===== src/source/axil_pkg.sv =====
package axil_pkg;

   localparam int ADDR_W = 8;
   localparam int DATA_W = 32;

   localparam logic [1:0] RESP_OKAY   = 2'b00;
   localparam logic [1:0] RESP_SLVERR = 2'b10;

   // master to slave
   typedef struct packed {
      logic [ADDR_W-1:0]   awaddr;
      logic                awvalid;
      logic [DATA_W-1:0]   wdata;
      logic [DATA_W/8-1:0] wstrb;
      logic                wvalid;
      logic                bready;
      logic [ADDR_W-1:0]   araddr;
      logic                arvalid;
      logic                rready;
   } axil_req_t;

   // slave to master
   typedef struct packed {
      logic              awready;
      logic              wready;
      logic [1:0]        bresp;
      logic              bvalid;
      logic              arready;
      logic [DATA_W-1:0] rdata;
      logic [1:0]        rresp;
      logic              rvalid;
   } axil_rsp_t;

endpackage


===== src/source/pack_pkg.sv =====
package pack_pkg;

   localparam int FILL_BITS_W = 7;
   localparam int COUNT_W     = 5;

   // register view: word_width in bits 5:0, wrap in bit 6
   typedef struct packed {
      logic       wrap;
      logic [5:0] word_width;
   } pack_cfg_t;

   // register view: word_count 4:0, sym_count 9:5, fill_bits 16:10
   typedef struct packed {
      logic [FILL_BITS_W-1:0] fill_bits;
      logic [COUNT_W-1:0]     sym_count;
      logic [COUNT_W-1:0]     word_count;
   } pack_status_t;

   localparam logic [7:0] CFG_ADDR    = 8'h00;
   localparam logic [7:0] STATUS_ADDR = 8'h04;

   // byte symbols, continuous stream
   localparam pack_cfg_t CFG_RESET = '{
      wrap:       1'b0,
      word_width: 6'd8
   };

endpackage


===== src/source/sync_fifo.sv =====
`timescale 1ns/1ns

module sync_fifo #(
   parameter type payload_t = logic [7:0],
   parameter int  DEPTH     = 8
) (
   input  logic                   clk_i,
   input  logic                   rst_n_i,
   input  logic                   push_i,
   input  payload_t               data_i,
   output logic                   full_o,
   input  logic                   pop_i,
   output payload_t               data_o,
   output logic                   empty_o,
   output logic [$clog2(DEPTH):0] count_o
);

   localparam int PTR_W = $clog2(DEPTH);

   payload_t         mem [DEPTH];
   logic [PTR_W-1:0] wr_ptr;
   logic [PTR_W-1:0] rd_ptr;
   logic [PTR_W:0]   count;
   logic             do_push;
   logic             do_pop;

   // requests against a full or empty buffer are dropped
   assign do_push = push_i && !full_o;
   assign do_pop  = pop_i && !empty_o;

   assign full_o  = (count == DEPTH);
   assign empty_o = (count == '0);
   assign count_o = count;
   assign data_o  = mem[rd_ptr];

   always_ff @(posedge clk_i) begin
      if (!rst_n_i) begin
         wr_ptr <= '0;
         rd_ptr <= '0;
         count  <= '0;
      end else begin
         if (do_push) begin
            wr_ptr <= (wr_ptr == PTR_W'(DEPTH - 1)) ? '0 : wr_ptr + 1'b1;
         end
         if (do_pop) begin
            rd_ptr <= (rd_ptr == PTR_W'(DEPTH - 1)) ? '0 : rd_ptr + 1'b1;
         end
         // simultaneous push and pop leaves the count alone
         if (do_push && !do_pop) begin
            count <= count + 1'b1;
         end else if (do_pop && !do_push) begin
            count <= count - 1'b1;
         end
      end
   end

   always_ff @(posedge clk_i) begin
      if (do_push) begin
         mem[wr_ptr] <= data_i;
      end
   end

endmodule


===== src/source/bit_packer.sv =====
`timescale 1ns/1ns

module bit_packer #(
   parameter int SYM_W  = 8,
   parameter int WORD_W = 32
) (
   input  logic                              clk_i,
   input  logic                              rst_n_i,
   input  pack_pkg::pack_cfg_t               cfg_i,
   input  logic [SYM_W-1:0]                  sym_i,
   input  logic                              sym_avail_i,
   output logic                              sym_pop_o,
   output logic [WORD_W-1:0]                 word_o,
   input  logic                              word_space_i,
   output logic                              word_push_o,
   output logic [pack_pkg::FILL_BITS_W-1:0]  fill_bits_o
);

   import pack_pkg::*;

   localparam int ACC_W = 2 * WORD_W;
   localparam int CNT_W = $clog2(ACC_W) + 1;

   typedef enum logic [1:0] {
      S_READ,
      S_PLACE,
      S_WRITE
   } pc_t;

   pc_t              pc;
   pc_t              pc_nxt;
   logic [ACC_W-1:0] acc;
   logic [ACC_W-1:0] acc_nxt;
   logic [CNT_W-1:0] fill;
   logic [CNT_W-1:0] fill_nxt;
   logic [SYM_W-1:0] sym_q;
   logic [SYM_W-1:0] sym_bits;
   logic [CNT_W-1:0] width;
   logic [CNT_W-1:0] fill_sum;
   logic [ACC_W-1:0] placed;

   assign width    = CNT_W'(cfg_i.word_width);
   // keep only the significant low bits
   assign sym_bits = sym_q & ~({SYM_W{1'b1}} << cfg_i.word_width);
   assign fill_sum = fill + width;
   // held bits sit at the top of acc, new ones go right below them
   assign placed   = acc | (ACC_W'(sym_bits) << (CNT_W'(ACC_W) - fill_sum));

   assign word_o      = acc[ACC_W-1 -: WORD_W];
   assign fill_bits_o = FILL_BITS_W'(fill);

   always_comb begin
      pc_nxt      = pc;
      acc_nxt     = acc;
      fill_nxt    = fill;
      sym_pop_o   = 1'b0;
      word_push_o = 1'b0;

      case (pc)
         S_READ: begin
            if (sym_avail_i) begin
               sym_pop_o = 1'b1;
               pc_nxt    = S_PLACE;
            end
         end

         S_PLACE: begin
            acc_nxt  = placed;
            fill_nxt = fill_sum;
            if (cfg_i.wrap) begin
               // word is done when another symbol would not fit
               pc_nxt = (fill_sum + width > WORD_W) ? S_WRITE : S_READ;
            end else begin
               pc_nxt = (fill_sum >= WORD_W) ? S_WRITE : S_READ;
            end
         end

         S_WRITE: begin
            if (word_space_i) begin
               word_push_o = 1'b1;
               if (cfg_i.wrap) begin
                  acc_nxt  = '0;
                  fill_nxt = '0;
               end else begin
                  // remainder moves up to the top
                  acc_nxt  = acc << WORD_W;
                  fill_nxt = fill - CNT_W'(WORD_W);
               end
               pc_nxt = S_READ;
            end
         end

         default: pc_nxt = S_READ;
      endcase
   end

   always_ff @(posedge clk_i) begin
      if (!rst_n_i) begin
         pc   <= S_READ;
         acc  <= '0;
         fill <= '0;
      end else begin
         pc   <= pc_nxt;
         acc  <= acc_nxt;
         fill <= fill_nxt;
      end
   end

   always_ff @(posedge clk_i) begin
      if (sym_pop_o) begin
         sym_q <= sym_i;
      end
   end

endmodule


===== src/source/pack_csr_axil.sv =====
`timescale 1ns/1ns

module pack_csr_axil (
   input  logic                  clk_i,
   input  logic                  rst_n_i,
   input  axil_pkg::axil_req_t   axil_req_i,
   output axil_pkg::axil_rsp_t   axil_rsp_o,
   input  pack_pkg::pack_status_t status_i,
   output pack_pkg::pack_cfg_t   cfg_o
);

   import axil_pkg::*;
   import pack_pkg::*;

   pack_cfg_t         cfg_q;
   logic              wr_fire;
   logic              rd_fire;
   logic              bvalid_q;
   logic              rvalid_q;
   logic [1:0]        bresp_q;
   logic [1:0]        rresp_q;
   logic [DATA_W-1:0] rdata_q;

   // AW and W are taken together, one write outstanding
   assign wr_fire = axil_req_i.awvalid && axil_req_i.wvalid && !bvalid_q;
   assign rd_fire = axil_req_i.arvalid && !rvalid_q;

   always_comb begin
      axil_rsp_o.awready = wr_fire;
      axil_rsp_o.wready  = wr_fire;
      axil_rsp_o.bresp   = bresp_q;
      axil_rsp_o.bvalid  = bvalid_q;
      axil_rsp_o.arready = rd_fire;
      axil_rsp_o.rdata   = rdata_q;
      axil_rsp_o.rresp   = rresp_q;
      axil_rsp_o.rvalid  = rvalid_q;
   end

   assign cfg_o = cfg_q;

   always_ff @(posedge clk_i) begin
      if (!rst_n_i) begin
         cfg_q    <= CFG_RESET;
         bvalid_q <= 1'b0;
         rvalid_q <= 1'b0;
      end else begin
         if (wr_fire) begin
            bvalid_q <= 1'b1;
            if (axil_req_i.awaddr == CFG_ADDR && axil_req_i.wstrb[0]) begin
               cfg_q <= pack_cfg_t'(axil_req_i.wdata[$bits(pack_cfg_t)-1:0]);
            end
         end else if (bvalid_q && axil_req_i.bready) begin
            bvalid_q <= 1'b0;
         end

         if (rd_fire) begin
            rvalid_q <= 1'b1;
         end else if (rvalid_q && axil_req_i.rready) begin
            rvalid_q <= 1'b0;
         end
      end
   end

   // response payload
   always_ff @(posedge clk_i) begin
      if (wr_fire) begin
         // status is read only, writes there are dropped quietly
         if (axil_req_i.awaddr == CFG_ADDR || axil_req_i.awaddr == STATUS_ADDR) begin
            bresp_q <= RESP_OKAY;
         end else begin
            bresp_q <= RESP_SLVERR;
         end
      end
      if (rd_fire) begin
         case (axil_req_i.araddr)
            CFG_ADDR: begin
               rdata_q <= DATA_W'(cfg_q);
               rresp_q <= RESP_OKAY;
            end
            STATUS_ADDR: begin
               rdata_q <= DATA_W'(status_i);
               rresp_q <= RESP_OKAY;
            end
            default: begin
               rdata_q <= '0;
               rresp_q <= RESP_SLVERR;
            end
         endcase
      end
   end

endmodule


===== src/source/bit_pack_top.sv =====
`timescale 1ns/1ns

module bit_pack_top #(
   parameter int SYM_W      = 8,
   parameter int WORD_W     = 32,
   parameter int FIFO_DEPTH = 8
) (
   input  logic                clk_i,
   input  logic                rst_n_i,
   input  axil_pkg::axil_req_t axil_req_i,
   output axil_pkg::axil_rsp_t axil_rsp_o,
   input  logic [SYM_W-1:0]    sym_i,
   input  logic                sym_valid_i,
   output logic                sym_ready_o,
   output logic [WORD_W-1:0]   word_o,
   output logic                word_valid_o,
   input  logic                word_ready_i
);

   import pack_pkg::*;

   localparam int CNT_W = $clog2(FIFO_DEPTH) + 1;

   typedef logic [SYM_W-1:0]  sym_t;
   typedef logic [WORD_W-1:0] word_t;

   pack_cfg_t              cfg;
   pack_status_t           status;
   sym_t                   sym_data;
   logic                   sym_full;
   logic                   sym_empty;
   logic                   sym_pop;
   logic [CNT_W-1:0]       sym_cnt;
   word_t                  word_data;
   logic                   word_full;
   logic                   word_empty;
   logic                   word_push;
   logic [CNT_W-1:0]       word_cnt;
   logic [FILL_BITS_W-1:0] fill_bits;

   assign sym_ready_o  = !sym_full;
   assign word_valid_o = !word_empty;

   assign status.fill_bits  = fill_bits;
   assign status.sym_count  = COUNT_W'(sym_cnt);
   assign status.word_count = COUNT_W'(word_cnt);

   pack_csr_axil u_csr (
      .clk_i      (clk_i),
      .rst_n_i    (rst_n_i),
      .axil_req_i (axil_req_i),
      .axil_rsp_o (axil_rsp_o),
      .status_i   (status),
      .cfg_o      (cfg)
   );

   // input side, symbols
   sync_fifo #(
      .payload_t (sym_t),
      .DEPTH     (FIFO_DEPTH)
   ) u_sym_fifo (
      .clk_i   (clk_i),
      .rst_n_i (rst_n_i),
      .push_i  (sym_valid_i),
      .data_i  (sym_i),
      .full_o  (sym_full),
      .pop_i   (sym_pop),
      .data_o  (sym_data),
      .empty_o (sym_empty),
      .count_o (sym_cnt)
   );

   bit_packer #(
      .SYM_W  (SYM_W),
      .WORD_W (WORD_W)
   ) u_packer (
      .clk_i        (clk_i),
      .rst_n_i      (rst_n_i),
      .cfg_i        (cfg),
      .sym_i        (sym_data),
      .sym_avail_i  (!sym_empty),
      .sym_pop_o    (sym_pop),
      .word_o       (word_data),
      .word_space_i (!word_full),
      .word_push_o  (word_push),
      .fill_bits_o  (fill_bits)
   );

   // output side, packed words
   sync_fifo #(
      .payload_t (word_t),
      .DEPTH     (FIFO_DEPTH)
   ) u_word_fifo (
      .clk_i   (clk_i),
      .rst_n_i (rst_n_i),
      .push_i  (word_push),
      .data_i  (word_data),
      .full_o  (word_full),
      .pop_i   (word_ready_i),
      .data_o  (word_o),
      .empty_o (word_empty),
      .count_o (word_cnt)
   );

endmodule


===== config.mk =====
export PLATFORM = sky130hd
export DESIGN_NAME = bit_pack_top
export DESIGN_NICKNAME = d
export VERILOG_FILES = /design/src/source/axil_pkg.sv /design/src/source/pack_pkg.sv /design/src/source/sync_fifo.sv /design/src/source/bit_packer.sv /design/src/source/pack_csr_axil.sv /design/src/source/bit_pack_top.sv
export SDC_FILE = /design/constraint.sdc
export NUM_CORES = 1
export LEC_CHECK = 0
export ABC_CLOCK_PERIOD_IN_PS = 14300
export BUFFER_PORTS_ARGS = -buffer_cell sky130_fd_sc_hd__buf_4
export CORE_ASPECT_RATIO = 0.75
export CORE_MARGIN = 2
export CORE_UTILIZATION = 65
export CTS_BUF_LIST = sky130_fd_sc_hd__clkbuf_16
export DETAILED_ROUTE_END_ITERATION = 8
export PLACE_DENSITY = 0.9
export SLEW_MARGIN = 15
export SYNTH_ARGS = -nofsm -noshare
export SYNTH_HDL_FRONTEND = slang
export SYNTH_SLANG_ARGS = --single-unit

===== constraint.sdc =====
create_clock -name clk_i -period 14.3 [get_ports clk_i]
set_clock_uncertainty 0.1 [all_clocks]
set_input_delay 2.86 -clock clk_i [delete_from_list [all_inputs] [get_ports clk_i]]
set_output_delay 2.86 -clock clk_i [all_outputs]
set_load 0.03 [all_outputs]

Yosys cells after proc, flatten, opt, wreduce, memory -nomap -nowiden
Memories as Yosys holds them, arrays and structs flattened. A register that Yosys moved wholly into a read port is not among the register bits.
Cells that the tools add are included.
- add/subtract/negate cells: 12
- order comparisons: 2
- equality and inequality tests: 12
- shift operators: 2
- muxes and demuxes: 37
- bitwise operators: 3
- reductions and logical operators: 39
- operator list (cell ; number):
    $mux 64 ; 2
    $pmux 64 s2 ; 1
    $or 64x64->64 ; 1
    $shl 8x7->64 ; 1
    $pmux 17 s2 ; 1
    $gt 32x6->1 const B ; 1
    $mux 3 ; 6
    $eq 8x3->1 const B ; 2
    $logic_not 8->1 ; 2
    $mux 4 ; 4
    $logic_and 1x1->1 ; 14
    $mux 2 ; 7
    $mux 7 ; 2
    $pmux 7 s2 ; 1
    $add 3x1->3 const B ; 4
    $eq 3x3->1 const B ; 4
    $mux 1 ; 12
    $logic_not 1->1 ; 10
    $reduce_bool 2->1 ; 5
    $add 4x1->4 const B ; 2
    $add 7x6->8 ; 1
    $and 8x8->8 ; 1
    $eq 4x4->1 const B ; 2
    $logic_not 4->1 ; 2
    15 further kinds ; 19
- register bits: 138
- RAM bits: 320
- memories: 2
- memories (memory ; depth ; bits a word ; rd ports ; clocked after memory_dff ; wr ports ; line ; source):
    u_word_fifo.mem ; 8 ; 32 ; 1 ; 1 ; 1 ; sync_fifo.sv:20 ; payload_t mem [DEPTH];
    u_sym_fifo.mem ; 8 ; 8 ; 1 ; 1 ; 1 ; sync_fifo.sv:20 ;

Logic depth before layout (Yosys ltp)
- depth after elaboration: 8
- mapped depth: 14
- gate-level depth less buffers: 14

Modules after synthesis
A second synthesis with hierarchy kept.
- cell total of the unflattened synthesis: 1287
- area total of the unflattened synthesis: 19879.1 um^2
- modules (own cells, without submodules) (module ; times used ; cells an instance ; area each (um^2)):
    sync_fifo at u_word_fifo ; 1 ; 446 ; 10462.5
    bit_packer ; 1 ; 550 ; 4878.4
    sync_fifo at u_sym_fifo ; 1 ; 169 ; 3180.6
    pack_csr_axil ; 1 ; 117 ; 1338.8
    bit_pack_top ; 1 ; 5 ; 18.8

Worst setup path before layout
No wires, ideal clock.
- path type: input-to-output
- start point: input axil_req_i[1] (netlist bit)
- end point: output axil_rsp_o[35] (netlist bit)
- arrival: 4.007 ns
- slack: 7.333 ns
- stages: 2
- path buffers: 1
- cell sequence: nor2b_1 > buf_4
- RTL lines (element ; line ; source):
    start: declaration ; bit_pack_top.sv:10 ; input axil_pkg::axil_req_t axil_req_i,
    end: declaration ; bit_pack_top.sv:11 ; output axil_pkg::axil_rsp_t axil_rsp_o,

==> metrics.cfg <==
[timing]
hold_ws_ps = 365
slew_headroom = 0.111
worst_pin_slew_ps = 1320
period_share = 0.455
rsz0062_at_grt = no
setup_tns_ps = 0
setup_violations = 0
hold_viol_final = 0
slew_violations = 0
layout_min_cycle_time_ps = 6510
max_freq_ghz = 0.154

[synthesis]
synth_warnings = 0
avgSynthCellArea_um2 = 14.9
ys_ff_latch = 451
synth_edf_count = 346
synthCells = 1313
netlist_area_um2 = 19500
synth_cell_type_count = 83
synth_ff_type = edfxtp_1
yosysSeqAreaShare = 0.640
async_reset_ff_frac = 0

[routing]
avgViaCountPerCell = 6.51
drtIter0Drc = 1497
firstDrtPassIters = 6
final_antenna_net_count = 0
route.vias.total = 11908
drcViolationCount = 0
wire_per_inst_um = 23.0
wl_mm = 42.1

[outcome]
status = completed

[die]
rows = 54
io_pins = 144
start_util = 0.666
die-area_um2 = 31400
die_height_um = 154
core_area_um2 = 29300
fp.dieW_um = 204

[setup_path]
crit_path_max_incr_delay_ps = 270
crit_type = input pin to output pin
ff2ff_path_depth = 12
crit_top_cell = buf_4
worst-path-buf-inv = 3
startpoint_type = input pin
crit_fanout = 18
arrival_ps = 3550
reg2reg_from = u_csr.cfg_o[0]$_SDFFE_PN0P_
critPathCaptureType = output pin
worstPathCellList = buf_4 -> nor2b_1 -> buf_4 -> buf_4
crit_slowest_cell = buf_4
cp_top_family = buffers and inverters
reg2reg_to = u_packer.acc[52]$_SDFFE_PN0P_
r2r_slack_ps = 9910
crit_required_ps = 11340

[cells_and_area]
final_core_util = 0.748
nFillCells = 1735
syn_to_final_growth_pct = 12.3
fin_cells = 1828
n_antenna_cell = 0
drive_above_1_share = 0.240
fin_nets = 1506

[global_route]
antenna_found_initial = 0
grt_pass1_vias = 11718
grt_max_degree = 66
grt_pass1_wl_mm = 66.8
grt_usage = 0.275
gr-total-overflow = 0

[clocking]
cts_tree = yes
cts.repair.resized = 0
htreeDepth = 2
numCtsBuffers = 42
clk_pin_slew_ps = 60
clock_sinks = 451
clk_latency_ps = 560
holdBufCountCts = 0
cts_max_path_buffers = 3
cts_setup_buffers = 0
cts_root_buf = clkbuf_16

[worst_hold_path]
hp-start = u_packer.acc[8]$_SDFFE_PN0P_
holdPathEnd = u_packer.acc[8]$_SDFFE_PN0P_
hp-class = register to register
holdPathStages = 2

[power]
p_leak_uw = 0.00739
power_density_nw_per_um2 = 171
ir_worst_vdd_uv = 126

[placement]
dp.cells = 1747
hpwl_mm = 25.5
gp_congestion = 0.928
io_buffer_count = 97

[job]
maxCapViolCount = 0

## cell type report
class,count,area (um^2),area share
Sequential cell,451,12500,0.570
Multi-Input combinational cell,749,6540,0.299
Clock buffer,43,1080,0.0491
Timing Repair Buffer,122,953,0.0435
Tap cell,392,490,0.0224
Clock inverter,35,218,0.00993
Inverter,36,140,0.00639
## how the worst max path moves through the flow
stage,start,to,depth (start not counted)
final,axil_req_i[1],axil_rsp_o[35],4
after global routing,axil_req_i[1],axil_rsp_o[35],4
after CTS,axil_req_i[1],axil_rsp_o[35],4
after detailed placement,axil_req_i[1],axil_rsp_o[35],4
after global placement,axil_req_i[1],axil_rsp_o[35],4
after floorplan,axil_req_i[1],axil_rsp_o[35],2
## layout by cell type (no fill, tap or decap), types with 10 or more instances in the layout
cell and count:
a21oi_1 63, nor2b_1 33, mux2_2 46, xnor2_1 15
nand3_1 38, edfxtp_1 346, o21ai_0 32, nor2_1 46
conb_1 18, clkbuf_16 43, mux4_2 81, a21boi_0 13
nor3_1 28, dfxtp_1 102, a22o_1 10, inv_1 47
nand2b_1 12, and3_1 14, a221oi_1 25, mux2i_1 23
nand2_1 70, buf_4 119, o211ai_1 17, ha_1 31
## kinds of logic (layout without fill, tap and decap cells)
group	Yosys count	count (layout)	synth area share
AND/OR/NAND/NOR	303	303	0.0815
flip-flops	451	451	0.640
buffers and inverters	130	236	0.0308
other	1	18	0.000192
adder cells (fa/ha/maj)	35	35	0.0240
AO/OA/AOI/OAI	224	224	0.0816
multiplexers	150	150	0.132
XOR/XNOR	19	19	0.0103
## cells in the mapped netlist, drive strengths merged, types with 10 or more instances
library cell | count | area share
a21boi | 13 | 0.0050
a21oi | 64 | 0.017
a221oi | 26 | 0.012
a22o | 10 | 0.0045
and3 | 14 | 0.0045
buf | 44 | 0.014
clkbuf | 50 | 0.0096
dfxtp | 105 | 0.11
edfxtp | 346 | 0.53
ha | 31 | 0.020
inv | 35 | 0.0070
mux2 | 46 | 0.027
mux2i | 23 | 0.012
mux4 | 81 | 0.093
nand2 | 72 | 0.014
nand2b | 13 | 0.0043
nand3 | 39 | 0.010
nor2 | 50 | 0.0097
nor2b | 34 | 0.011
nor3 | 34 | 0.0096
nor4 | 12 | 0.0045
o211ai | 17 | 0.0065
o21ai | 34 | 0.0087
xnor2 | 15 | 0.0067
## flip-flops by register name, indices dropped and copies added (netlist names), named ones only
| signal | count |
|---|---|
| u_word_fifo.rd_ptr | 3 |
| u_packer.acc | 64 |
| u_word_fifo.wr_ptr | 3 |
| u_word_fifo.count_o | 4 |
| u_sym_fifo.rd_ptr | 3 |
| u_word_fifo.mem | 256 |
| u_csr.rdata_q | 16 |
| u_sym_fifo.wr_ptr | 3 |
| u_csr.bvalid_q | 1 |
| u_packer.sym_q | 8 |
| u_packer.fill_bits_o | 7 |
| u_csr.bresp_q | 1 |
| u_packer.pc | 2 |
| u_sym_fifo.mem | 64 |
| u_sym_fifo.count_o | 4 |
| u_csr.rresp_q | 1 |
| u_csr.cfg_o | 7 |
| u_csr.rvalid_q | 1 |
## metal layers
metal | part of all wire | wire length (um) | GRT usage
met1 | 0.42 | 17600 | 0.409
met2 | 0.48 | 20300 | 0.436
met3 | 0.083 | 3490 | 0.0411
met4 | 0.017 | 726 | 0.0683
met5 | 0 | 0 | 0
## worst reg2reg max path, stage by stage (launching register included)
cell,delay (ps)
dfxtp_1,630
ha_1,270
inv_1,60
fa_1,420
nand2b_2,240
o2bb2ai_2,170
xor2_4,310
inv_4,130
nor3_2,400
a21oi_1,130
o31ai_2,940
a221oi_1,210
nor4b_1,290
## power by group
| group | leakage, uW | total (uW) | switching, uW | internal, uW |
|---|---|---|---|---|
| registers | 0.00393 | 1610 | 103 | 1510 |
| clock network | 0.000693 | 1060 | 474 | 583 |
| logic | 0.00277 | 1070 | 629 | 440 |
| total | 0.00739 | 3740 | 1210 | 2530 |
## metrics by stage
step	total power, uW	setup slack, ps	instance area [um^2]
after CTS	3740	7770	21900
after global routing	3900	7740	21900
final	3740	7790	21900
after global placement	2640	7800	20600
after floorplan	2410	7330	19600
after detailed placement	2690	7780	20600
Note: power is estimated with default switching activity, not from simulation.
